$ cat src/channel_settings.svh
`ifndef CHANNEL_SETTINGS_SVH
`define CHANNEL_SETTINGS_SVH

// width of the user data
`define CH_DATA_W 8

// ------------------------------
// BCH(15,5) code
// ------------------------------
`define BCH_N 15
`define BCH_K 5

// g(x) = x^10 + x^8 + x^5 + x^4 + x^2 + x + 1
`define BCH_GEN 11'b10100110111

// ------------------------------
// random source
// ------------------------------
`define LFSR_SEED 32'h5EED_C0DE

// right-shift Galois feedback mask
`define LFSR_TAPS 32'h8020_0003

`endif
$ cat src/bch_pkg.sv
`default_nettype none

`include "channel_settings.svh"

package bch_pkg;

    // one data nibble, top bit always zero
    typedef logic [`BCH_K-1:0] bch_msg_t;

    // message in the upper bits, parity below it
    typedef logic [`BCH_N-1:0] bch_cw_t;

    // ------------------------------
    // coded channel word
    // ------------------------------
    // hi carries the upper data nibble
    typedef struct packed {
        bch_cw_t hi;
        bch_cw_t lo;
    } bch_frame_t;

endpackage

`default_nettype wire

$ cat src/channel_pkg.sv
`default_nettype none

`include "channel_settings.svh"

package channel_pkg;

    import bch_pkg::*;

    typedef logic [`CH_DATA_W-1:0] ch_byte_t;

    // ------------------------------
    // command from the outside
    // ------------------------------
    typedef struct packed {
        ch_byte_t data;
        logic     use_bch;
        logic     use_noise;
        logic     use_errors;
        ch_byte_t density;
        ch_byte_t err_count;
    } channel_cmd_t;

    // sequencer stages
    typedef enum logic [2:0] {
        IDLE,
        ENCODING,
        NOISE,
        ERRORS,
        FINISHED
    } stage_t;

    // frame is zero for uncoded data
    typedef struct packed {
        ch_byte_t   data_out;
        bch_frame_t frame;
    } channel_result_t;

endpackage

`default_nettype wire

$ cat src/channel_top.sv
`default_nettype none

module channel_top
    import bch_pkg::*, channel_pkg::*;
(
    input  logic            clk,
    input  logic            rst,
    input  channel_cmd_t    cmd,
    input  logic            cmd_valid,
    output channel_result_t result,
    output logic            out_ready
);

    localparam int FRAME_W = $bits(bch_frame_t);

    bch_msg_t           hi_msg;
    bch_msg_t           lo_msg;
    bch_cw_t            hi_cw;
    bch_cw_t            lo_cw;
    logic               enc_start;
    logic               enc_done;
    logic               noise_go;
    logic               noise_done;
    logic               err_go;
    logic               err_done;
    logic               coded;
    logic [31:0]        rnd;
    logic [FRAME_W-1:0] word_in;
    logic [FRAME_W-1:0] impaired;
    ch_byte_t           density;
    ch_byte_t           err_count;

    channel_sequencer seq_i (
        .clk        (clk),
        .rst        (rst),
        .cmd        (cmd),
        .cmd_valid  (cmd_valid),
        .hi_cw      (hi_cw),
        .lo_cw      (lo_cw),
        .enc_done   (enc_done),
        .impaired   (impaired),
        .noise_done (noise_done),
        .err_done   (err_done),
        .enc_start  (enc_start),
        .noise_go   (noise_go),
        .err_go     (err_go),
        .coded      (coded),
        .word_in    (word_in),
        .density    (density),
        .err_count  (err_count),
        .hi_msg     (hi_msg),
        .lo_msg     (lo_msg),
        .result     (result),
        .out_ready  (out_ready)
    );

    // ------------------------------
    // encoders
    // ------------------------------
    // enc_hi runs in lockstep with enc_lo, one done is enough
    bch_encoder enc_hi (
        .clk   (clk),
        .rst   (rst),
        .start (enc_start),
        .msg   (hi_msg),
        .cw    (hi_cw),
        .done  ()
    );

    bch_encoder enc_lo (
        .clk   (clk),
        .rst   (rst),
        .start (enc_start),
        .msg   (lo_msg),
        .cw    (lo_cw),
        .done  (enc_done)
    );

    noise_source noise_i (
        .clk (clk),
        .rst (rst),
        .rnd (rnd)
    );

    channel_impairment #(
        .WORD_W (FRAME_W)
    ) imp_i (
        .clk        (clk),
        .rst        (rst),
        .rnd        (rnd),
        .coded      (coded),
        .word_in    (word_in),
        .density    (density),
        .err_count  (err_count),
        .noise_go   (noise_go),
        .err_go     (err_go),
        .word_out   (impaired),
        .noise_done (noise_done),
        .err_done   (err_done)
    );

endmodule

`default_nettype wire

$ cat src/channel_sequencer.sv
`default_nettype none

module channel_sequencer
    import bch_pkg::*, channel_pkg::*;
(
    input  logic                          clk,
    input  logic                          rst,
    input  channel_cmd_t                  cmd,
    input  logic                          cmd_valid,
    input  bch_cw_t                       hi_cw,
    input  bch_cw_t                       lo_cw,
    input  logic                          enc_done,
    input  logic [$bits(bch_frame_t)-1:0] impaired,
    input  logic                          noise_done,
    input  logic                          err_done,
    output logic                          enc_start,
    output logic                          noise_go,
    output logic                          err_go,
    output logic                          coded,
    output logic [$bits(bch_frame_t)-1:0] word_in,
    output ch_byte_t                      density,
    output ch_byte_t                      err_count,
    output bch_msg_t                      hi_msg,
    output bch_msg_t                      lo_msg,
    output channel_result_t               result,
    output logic                          out_ready
);

    localparam int FRAME_W = $bits(bch_frame_t);
    localparam int BYTE_W  = $bits(ch_byte_t);
    localparam int NIB_W   = BYTE_W / 2;
    localparam int PAR_W   = $bits(bch_cw_t) - $bits(bch_msg_t);

    stage_t       stage;
    stage_t       stage_nxt;
    channel_cmd_t cmd_q;
    logic         valid_q;
    logic         accept;
    logic         impaired_used;
    bch_frame_t   frame_in;
    bch_frame_t   frame_out;

    // first enabled stage after the given one
    function automatic stage_t next_stage(input stage_t from, input channel_cmd_t c);
        stage_t nxt;
        nxt = FINISHED;
        if (c.use_errors && from != ERRORS) nxt = ERRORS;
        if (c.use_noise && (from == IDLE || from == FINISHED || from == ENCODING)) nxt = NOISE;
        if (c.use_bch && (from == IDLE || from == FINISHED)) nxt = ENCODING;
        return nxt;
    endfunction

    // strobe rise, ignored while a command is in flight
    assign accept = cmd_valid && !valid_q && (stage == IDLE || (stage == FINISHED && out_ready));

    always_comb begin
        stage_nxt = stage;
        case (stage)
            IDLE, FINISHED: if (accept) stage_nxt = next_stage(stage, cmd);
            ENCODING:       if (enc_done) stage_nxt = next_stage(stage, cmd_q);
            NOISE:          if (noise_done) stage_nxt = next_stage(stage, cmd_q);
            ERRORS:         if (err_done) stage_nxt = next_stage(stage, cmd_q);
            default:        stage_nxt = IDLE;
        endcase
    end

    always_ff @(posedge clk or posedge rst) begin
        if (rst) begin
            stage     <= IDLE;
            cmd_q     <= '0;
            valid_q   <= 1'b0;
            enc_start <= 1'b0;
            noise_go  <= 1'b0;
            err_go    <= 1'b0;
            out_ready <= 1'b0;
        end else begin
            valid_q   <= cmd_valid;
            stage     <= stage_nxt;
            // one strobe on entry to each working stage
            enc_start <= (stage_nxt == ENCODING) && (stage != ENCODING);
            noise_go  <= (stage_nxt == NOISE) && (stage != NOISE);
            err_go    <= (stage_nxt == ERRORS) && (stage != ERRORS);
            if (accept) begin
                cmd_q     <= cmd;
                out_ready <= 1'b0;
            end else if (stage == FINISHED && !out_ready) begin
                out_ready <= 1'b1;
            end
        end
    end

    // ------------------------------
    // data toward the workers
    // ------------------------------
    assign frame_in.hi   = hi_cw;
    assign frame_in.lo   = lo_cw;
    assign impaired_used = cmd_q.use_noise | cmd_q.use_errors;
    assign frame_out     = impaired_used ? bch_frame_t'(impaired) : frame_in;

    assign coded     = cmd_q.use_bch;
    assign density   = cmd_q.density;
    assign err_count = cmd_q.err_count;
    assign hi_msg    = bch_msg_t'(cmd_q.data[BYTE_W-1 -: NIB_W]);
    assign lo_msg    = bch_msg_t'(cmd_q.data[NIB_W-1:0]);

    // errors after noise work on the noisy word
    assign word_in = (stage == ERRORS && cmd_q.use_noise) ? impaired :
                     cmd_q.use_bch ? frame_in : FRAME_W'(cmd_q.data);

    always_ff @(posedge clk) begin
        if (stage == FINISHED && !out_ready) begin
            if (cmd_q.use_bch) begin
                result.frame    <= frame_out;
                // uncorrected systematic bits
                result.data_out <= {frame_out.hi[PAR_W +: NIB_W], frame_out.lo[PAR_W +: NIB_W]};
            end else begin
                result.frame    <= '0;
                result.data_out <= impaired_used ? impaired[BYTE_W-1:0] : cmd_q.data;
            end
        end
    end

endmodule

`default_nettype wire

$ cat src/channel_impairment.sv
`default_nettype none

module channel_impairment
    import channel_pkg::*;
#(
    parameter int WORD_W = 30
) (
    input  logic              clk,
    input  logic              rst,
    input  logic [31:0]       rnd,
    input  logic              coded,
    input  logic [WORD_W-1:0] word_in,
    input  ch_byte_t          density,
    input  ch_byte_t          err_count,
    input  logic              noise_go,
    input  logic              err_go,
    output logic [WORD_W-1:0] word_out,
    output logic              noise_done,
    output logic              err_done
);

    localparam int BYTE_W = $bits(ch_byte_t);
    localparam int IDX_W  = $clog2(WORD_W);
    localparam int BIDX_W = $clog2(BYTE_W);

    logic [WORD_W-1:0] mask;
    logic [WORD_W-1:0] flipped;
    logic [IDX_W-1:0]  idx;
    logic              hit;
    logic              err_busy;
    ch_byte_t          n_pos;
    ch_byte_t          target;
    ch_byte_t          flips;
    ch_byte_t          flips_nxt;

    // density byte repeated over the word, uncoded data only has the low byte
    always_comb begin
        for (int i = 0; i < WORD_W; i++) begin
            mask[i] = density[i % BYTE_W] & (coded | (i < BYTE_W));
        end
    end

    // ------------------------------
    // error position pick
    // ------------------------------
    assign n_pos     = coded ? ch_byte_t'(WORD_W) : ch_byte_t'(BYTE_W);
    assign idx       = coded ? rnd[IDX_W-1:0] : IDX_W'(rnd[BIDX_W-1:0]);
    // out of range or already flipped, try again next cycle
    assign hit       = err_busy && (ch_byte_t'(idx) < n_pos) && !flipped[idx];
    assign flips_nxt = flips + 8'd1;

    always_ff @(posedge clk or posedge rst) begin
        if (rst) begin
            err_busy   <= 1'b0;
            flips      <= '0;
            target     <= '0;
            noise_done <= 1'b0;
            err_done   <= 1'b0;
        end else begin
            noise_done <= noise_go;
            err_done   <= 1'b0;
            if (err_go) begin
                flips  <= '0;
                target <= (err_count < n_pos) ? err_count : n_pos;
                // zero errors asked, done at once
                if (err_count == '0) begin
                    err_done <= 1'b1;
                end else begin
                    err_busy <= 1'b1;
                end
            end else if (hit) begin
                flips <= flips_nxt;
                if (flips_nxt == target) begin
                    err_busy <= 1'b0;
                    err_done <= 1'b1;
                end
            end
        end
    end

    // ------------------------------
    // working word
    // ------------------------------
    always_ff @(posedge clk) begin
        if (noise_go) begin
            word_out <= word_in ^ (rnd[WORD_W-1:0] & mask);
        end else if (err_go) begin
            word_out <= word_in;
            flipped  <= '0;
        end else if (hit) begin
            word_out[idx] <= ~word_out[idx];
            flipped[idx]  <= 1'b1;
        end
    end

endmodule

`default_nettype wire

$ cat src/noise_source.sv
`default_nettype none

`include "channel_settings.svh"

module noise_source (
    input  logic        clk,
    input  logic        rst,
    output logic [31:0] rnd
);

    logic [31:0] rnd_nxt;

    // ------------------------------
    // Galois LFSR
    // ------------------------------
    // shift right and fold the taps in when a one drops out
    assign rnd_nxt = {1'b0, rnd[31:1]} ^ (rnd[0] ? `LFSR_TAPS : 32'h0);

    // free running, every consumer samples whatever word is current
    always_ff @(posedge clk or posedge rst) begin
        if (rst) begin
            rnd <= `LFSR_SEED;
        end else begin
            rnd <= rnd_nxt;
        end
    end

endmodule

`default_nettype wire

$ cat src/bch_encoder.sv
`default_nettype none

`include "channel_settings.svh"

module bch_encoder
    import bch_pkg::*;
(
    input  logic     clk,
    input  logic     rst,
    input  logic     start,
    input  bch_msg_t msg,
    output bch_cw_t  cw,
    output logic     done
);

    localparam int R_W = `BCH_N - `BCH_K;
    localparam logic [R_W:0] GEN = `BCH_GEN;

    logic           busy;
    logic [2:0]     step;
    bch_msg_t       msg_q;
    logic [R_W-1:0] rem;
    logic           fb;
    logic [R_W-1:0] rem_nxt;

    // one division step, message taken msb first
    assign fb      = msg_q[`BCH_K-1-step] ^ rem[R_W-1];
    assign rem_nxt = {rem[R_W-2:0], 1'b0} ^ (fb ? GEN[R_W-1:0] : '0);

    always_ff @(posedge clk or posedge rst) begin
        if (rst) begin
            busy <= 1'b0;
            step <= '0;
            done <= 1'b0;
        end else begin
            done <= 1'b0;
            if (start) begin
                busy <= 1'b1;
                step <= '0;
            end else if (busy) begin
                step <= step + 3'd1;
                if (step == 3'(`BCH_K - 1)) begin
                    busy <= 1'b0;
                    done <= 1'b1;
                end
            end
        end
    end

    // codeword is loaded with the last remainder and held
    always_ff @(posedge clk) begin
        if (start) begin
            msg_q <= msg;
            rem   <= '0;
        end else if (busy) begin
            rem <= rem_nxt;
            if (step == 3'(`BCH_K - 1)) begin
                cw <= {msg_q, rem_nxt};
            end
        end
    end

endmodule

`default_nettype wire

$ cat config.mk
export PLATFORM = sky130hd
export DESIGN_NAME = channel_top
export DESIGN_NICKNAME = d
export VERILOG_FILES = /design/src/bch_pkg.sv /design/src/channel_pkg.sv /design/src/channel_top.sv /design/src/channel_sequencer.sv /design/src/channel_impairment.sv /design/src/noise_source.sv /design/src/bch_encoder.sv
export VERILOG_INCLUDE_DIRS = /design/src
export SDC_FILE = /design/constraint.sdc
export NUM_CORES = 1
export LEC_CHECK = 0
export BUFFER_PORTS_ARGS = -buffer_cell sky130_fd_sc_hd__buf_2
export CAP_MARGIN = 30
export CORE_AREA = 2 2 169 171
export DETAILED_ROUTE_END_ITERATION = 8
export DIE_AREA = 0 0 171 173
export GPL_ROUTABILITY_DRIVEN = 0
export SETUP_SLACK_MARGIN = 0.5
export SKIP_LAST_GASP = 1
export SLEW_MARGIN = 15
export SYNTH_ARGS = -nofsm -noshare
export SYNTH_HDL_FRONTEND = slang
export SYNTH_SLANG_ARGS = --single-unit
export TNS_END_PERCENT = 5
$ cat constraint.sdc
create_clock -name clk -period 6.8 [get_ports clk]
set_clock_uncertainty 0.15 [all_clocks]
set_input_delay 1.36 -clock clk [delete_from_list [all_inputs] [get_ports clk]]
set_output_delay 1.36 -clock clk [all_outputs]
set_load 0.02 [all_outputs]
### After elaboration in Yosys (flattened, before gate mapping)

Cells that the tools add are included.

* register bits: 249
* input bits: 30
* output and inout bits: 39
* logic and storage cells: 177

* $add $sub $neg: 5
* order comparisons: 6
* equality and inequality tests: 14
* muxes and demuxes: 62
* bitwise operators: 20
* reductions and logical operators: 36

Operators with widths (count)
* 30-bit 2-to-1 mux: 6
* 32-bit by 4-bit less-than comparator with 1-bit output (second input constant): 2
* 3-bit 2-to-1 mux: 14
* 38-bit 2-to-1 mux: 1
* 32-bit 2-to-1 mux: 1
* 8-bit 2-to-1 mux: 4
* 31-bit by 32-bit XOR with 32-bit output: 1
* 30-bit AND: 1
* 30-bit bitwise mux: 1
* 30-bit OR: 1
* 30-bit XOR: 1
* 29-bit 2-to-1 mux: 1
* 1-bit 2-to-1 mux: 24
* 10-bit XOR: 2
* 9-bit 2-to-1 mux: 2
* 1-bit logical AND: 17
* 3-bit by 2-bit == test with 1-bit output (second input constant): 4
* 3-bit one-hot mux with 4 select lines: 1
* 1-bit binary-select mux with 5-bit select: 2
* 5-bit 2-to-1 mux: 2
* 2-bit nonzero test: 5
* 3-bit == test (second input constant): 3
* 3-bit AND reduction: 3
* 8-bit by 1-bit adder with 8-bit output (second input constant): 1
* 24 further kinds: 43

### Longest topological paths before layout

* depth in word-level cells: 10
* mapped depth: 11
* gate-level depth less buffers: 8

### By module

A second synthesis with hierarchy kept.

* cells, all modules: 1220
* area total of the unflattened synthesis: 13176.4 um^2

By module, submodules not included
* channel_impairment: instances 1, cells each 515, area each 5181.2 um^2, sequential area each 2277.2 um^2
* channel_sequencer: instances 1, cells each 418, area each 4022.6 um^2, sequential area each 2016.9 um^2
* bch_encoder: instances 2, cells each 111, area each 1450.1 um^2, sequential area each 925.9 um^2
* noise_source: instances 1, cells each 65, area each 1072.3 um^2, sequential area each 824.5 um^2

### Worst setup path after synthesis

OpenSTA, ideal clock, no wires.

* path kind: reg2reg
* start: reg seq_i.cmd_q, in the netlist seq_i.coded
* end: reg imp_i.flipped[0] (enable)
* setup time: 0.427 ns
* arrival: 3.665 ns
* required time: 6.223 ns
* slack: 2.558 ns
* cell stages (with the launch flop): 11
* buffers on the path: 5
* clock period less this slack: 4.242 ns
* path through: dfrtp_1 -> clkbuf_1 -> clkinv_1 -> buf_1 -> buf_1 -> ha_1 -> o21ai_0 -> a221oi_2 -> buf_2 -> buf_2 -> a21oi_1

* longest elaborated chain between the ends: 7
* elaborated cells between the ends (all ways): 10
* classes of those cells: 1 x order compare; 4 x mux; 5 x reduce/logical

Ends and longest elaborated chain
* from (decl): line channel_sequencer.sv:36 `channel_cmd_t cmd_q;`
* from (signal assigned): line channel_sequencer.sv:84 `cmd_q <= cmd;`
* 5-bit 2-to-1 mux: line channel_impairment.sv:47 `assign idx = coded ? rnd[IDX_W-1:0] : IDX_W'(rnd[BIDX_W-1:0]);`
* 1-bit binary-select mux with 5-bit select: line channel_impairment.sv:49 `assign hit = err_busy && (ch_byte_t'(idx) < n_pos) && !flipped[idx];`
* 1-bit 2-to-1 mux (not written as such): line channel_impairment.sv:49
* 1-bit logical NOT: line channel_impairment.sv:49
* 1-bit logical AND *: line channel_impairment.sv:49
* 2-bit nonzero test (no line) *
* 2-bit AND reduction (no line) *
* to (signal assigned): line channel_impairment.sv:89 `flipped <= '0;`
* to (signal, indexed assignment): line channel_impairment.sv:92 `flipped[idx] <= 1'b1;`
* to (decl): line channel_impairment.sv:27 `logic [WORD_W-1:0] flipped;`

Every way passes the cells marked *; elsewhere a longest branch is shown, timed or not. The select of a mux whose other input is x is not followed.
A chain may end at the register's enable or synchronous reset.

### Worst setup path after layout

* start: reg noise_i.rnd[0]
* end: reg imp_i.word_out[12] (enable)

* longest elaborated chain between the ends: 6
* elaborated cells between the ends (all ways): 8
* classes of those cells: 1 x order compare; 3 x mux; 4 x reduce/logical

Ends and longest elaborated chain
* from (decl): line noise_source.sv:8 `output logic [31:0] rnd`
* from (signal assigned): line noise_source.sv:22 `` rnd <= `LFSR_SEED; ``
* from (signal assigned): line noise_source.sv:24 `rnd <= rnd_nxt;`
* 5-bit 2-to-1 mux *: line channel_impairment.sv:47
* 1-bit binary-select mux with 5-bit select: line channel_impairment.sv:49
* 1-bit 2-to-1 mux (not written as such): line channel_impairment.sv:49
* 1-bit logical NOT: line channel_impairment.sv:49
* 1-bit logical AND *: line channel_impairment.sv:49
* 3-bit nonzero test (no line) *
* to (signal assigned): line channel_impairment.sv:86 `word_out <= word_in ^ (rnd[WORD_W-1:0] & mask);`
* to (signal assigned): line channel_impairment.sv:88 `word_out <= word_in;`
* to (signal, indexed assignment): line channel_impairment.sv:91 `word_out[idx] <= ~word_out[idx];`
* to (decl): line channel_impairment.sv:17 `output logic [WORD_W-1:0] word_out,`

Marks and branches as above.

==> results.md <==
* Die height at 173 um
* Post-Route WL at 33100 um
* Vias/cell at 5.70
* Yosys reg bits at 249
* Via count at 9226
* Rows at 61
* Worst Setup End Kind: register
* Max-Slew Margin vs Limit at 37.9%
* First-pass GRT wire length at 51400 um
* Max VDD drop at 217 uV
* Placed inst area at 0.0129 sq mm
* Period minus WS final at 3310 ps
* Most common flop cell mapped by yosys: edfxtp_1
* Fin area at 0.0138 sq mm
* Layout cells sized above 1 at 15.1%
* CTS tree: done
* Hpwl dp at 22800 um
* Final TNS setup at 0 ps
* RSZ-0062 raised after global routing: false
* IO Port Bufs at 68
* Clk sinks at 249
* Crit path required time at 6870 ps
* Synth top area cells: edfxtp_1 33%, dfrtp_1 16%, nand2_1 6.6%
* Fmax at 0.302 GHz
* R2R depth at 8
* Commonest non-fill, non-tap cells in the layout: 215 x nand2_1, 136 x a21oi_1, 134 x edfxtp_1
* Die Wd at 171 um
* Dpl cells at 1567
* Avg WL per Cell at 20.4 um
* DRT antenna net count at 0
* Largest net degree at the start of global routing at 55
* I/O Pins at 69
* Hold Buf Count CTS at 0
* Mapped Avg Cell Area at 10.3 sq um
* Worst Tran Pin Value at 924 ps
* Initial antenna violation count at 1
* Synth async-reset ratio at 38.2%
* Hold WC Path Type: register to register
* Synth Cell Area at 0.0123 sq mm
* Floorplan Core Area at 0.0276 sq mm
* EDFF count, synth at 134
* DRT iter0 DRCs at 992
* Min Hold Slack at 223 ps
* Share of the synthesized area in the top cell type at 32.8%
* Via count of the first global-routing pass at 8733
* YS warnings at 0
* Clock latency at the later pin of the worst-skew pair at 530 ps
* Synth unique cells at 59
* Run status: completed
* Crit Path Category: register to register
* Worst EP arrival at 3380 ps
* Startpoint class of the critical path: register
* Max FO, Critical Path at 22
* DRC at 0
* Leakage power at 5.37 nW
* Seq/Total Area, Yosys at 55.7%
* CTS Buf Count at 27
* Post-layout net count at 1266
* Tcrit/Tclk final at 48.6%
* Most common cell after layout, fill and taps aside: nand2_1
* Syn_nets at 1228
* Die ar. at 0.0296 sq mm
* Ant diodes at 0
* Router iterations before antenna repair at 5
* H-Tree Depth at 1
* Slew Limit Fails at 0
* Hold Crit Depth at 0
* Max-Cap Viols at 0
* Congestion Overflow GR at 0
* Clock root cell: clkbuf_16
* Clock Path Buffers at 3
* Post-synth top area cell: edfxtp_1
* Initial core utilization at 44.4%
* Non-filler cells in the finished layout at 1620
* Setup violators final at 0
* Final hold viol count at 0
* Post-Synthesis Cells at 1184
* Area Overhead vs Synth at 12.4%
* GRT Util Overall at 22.4%
* Clock transition at path regs at 60 ps
* Post-CTS setup repair buffer count at 0
* Pwr dens at 440 mW/mm^2
* Cts repair resizes at 0
==> sequential cells by signal, indices dropped and copies added, names as in the netlist, 10 cells and up <==
signal,count
imp_i.word_out,30
seq_i.result,38
enc_lo.cw,14
enc_lo.rem,10
imp_i.flipped,30
enc_hi.cw,14
enc_hi.rem,10
noise_i.rnd,32
==> final timing paths <==
path,startpoint,endpoint,slack (ps)
hold reg to reg,noise_i.rnd[7],noise_i.rnd[6],220
setup reg to reg,noise_i.rnd[0],imp_i.word_out[12],3490
max in group asynchronous,rst,seq_i.err_go,4600
min in group asynchronous,rst,seq_i.err_count[6],740
setup / recovery,noise_i.rnd[0],imp_i.word_out[12],3490
hold / removal,noise_i.rnd[7],noise_i.rnd[6],220
==> cells in the mapped netlist (4+ instances only) <==
cell type,count
xor2_1,22
a2bb2oi_1,7
and3_1,12
or2_2,10
ha_1,14
nor3b_1,5
nor2b_1,12
dfrtp_1,76
dfxtp_1,20
dfstp_2,19
mux2i_1,37
a31oi_1,4
nand3_1,46
o211ai_1,13
nor2_1,86
nand2_1,215
nand2b_1,12
a221oi_1,12
mux4_2,11
inv_1,21
a211oi_1,5
edfxtp_1,134
o21ai_0,48
o31ai_1,15
xnor2_1,48
a21oi_1,137
or3_1,8
buf_1,9
nor3_1,6
clkbuf_1,64
mux4_1,4
buf_2,5
mux2_2,4
==> critical path, stage by stage (launching register included) <==
cell      delay (ps)
dfrtp_1          770
buf_4            350
mux2_2           360
o31ai_1          220
o311a_1          220
a221oi_2          60
buf_4            220
nand2b_1         330
o21ai_0          310
==> cell type report <==
| cell class | count | area, sq um |
|---|---|---|
| clock inverter | 10 | 56.3 |
| inverter | 23 | 88.8 |
| sequential | 249 | 6830 |
| tap | 378 | 473 |
| multi-input combinational | 832 | 5050 |
| clock buffer | 39 | 781 |
| timing repair buffer | 89 | 499 |
| fill | 2554 | 13900 |
==> per-stage QoR <==
step	power, mW	util, %	worst slack, ps
global placement	4.62	46.7	3150
global route	6.42	49.9	3240
CTS	6.05	49.7	3480
floorplan	4.01	-	2560
finish	6.06	49.9	3490
detailed placement	4.66	46.7	3170
==> routing by layer <==
layer / up-vias / wire, um / track usage (%)
li1: 4280 / - / -
met1: 4453 / 14600 / 33.0
met2: 428 / 14200 / 32.2
met3: 65 / 3270 / 6.16
met4: 0 / 999 / 6.39
met5: - / 0 / 0
==> power by group <==
group / internal [mW] / leakage (nW) / switching (mW) / total [mW]
Combinational: 0.785 / 2.36 / 1.20 / 1.98
Clock: 0.794 / 0.410 / 0.587 / 1.38
Sequential: 2.17 / 2.59 / 0.524 / 2.69
==> cell families (layout without fill, tap and decap cells) <==
| group | after synthesis | in the layout | share of synthesized area [%] |
|---|---|---|---|
| AO/OA/AOI/OAI | 262 | 262 | 12.8 |
| XOR/XNOR | 70 | 70 | 5.00 |
| adder cells (fa/ha/maj) | 14 | 14 | 1.43 |
| buffers and inverters | 103 | 161 | 3.30 |
| flip-flops | 249 | 249 | 55.7 |
| multiplexers | 56 | 56 | 6.27 |
| AND/OR/NAND/NOR | 430 | 430 | 15.5 |
No activity file was read; power rests on OpenSTA's default activity.
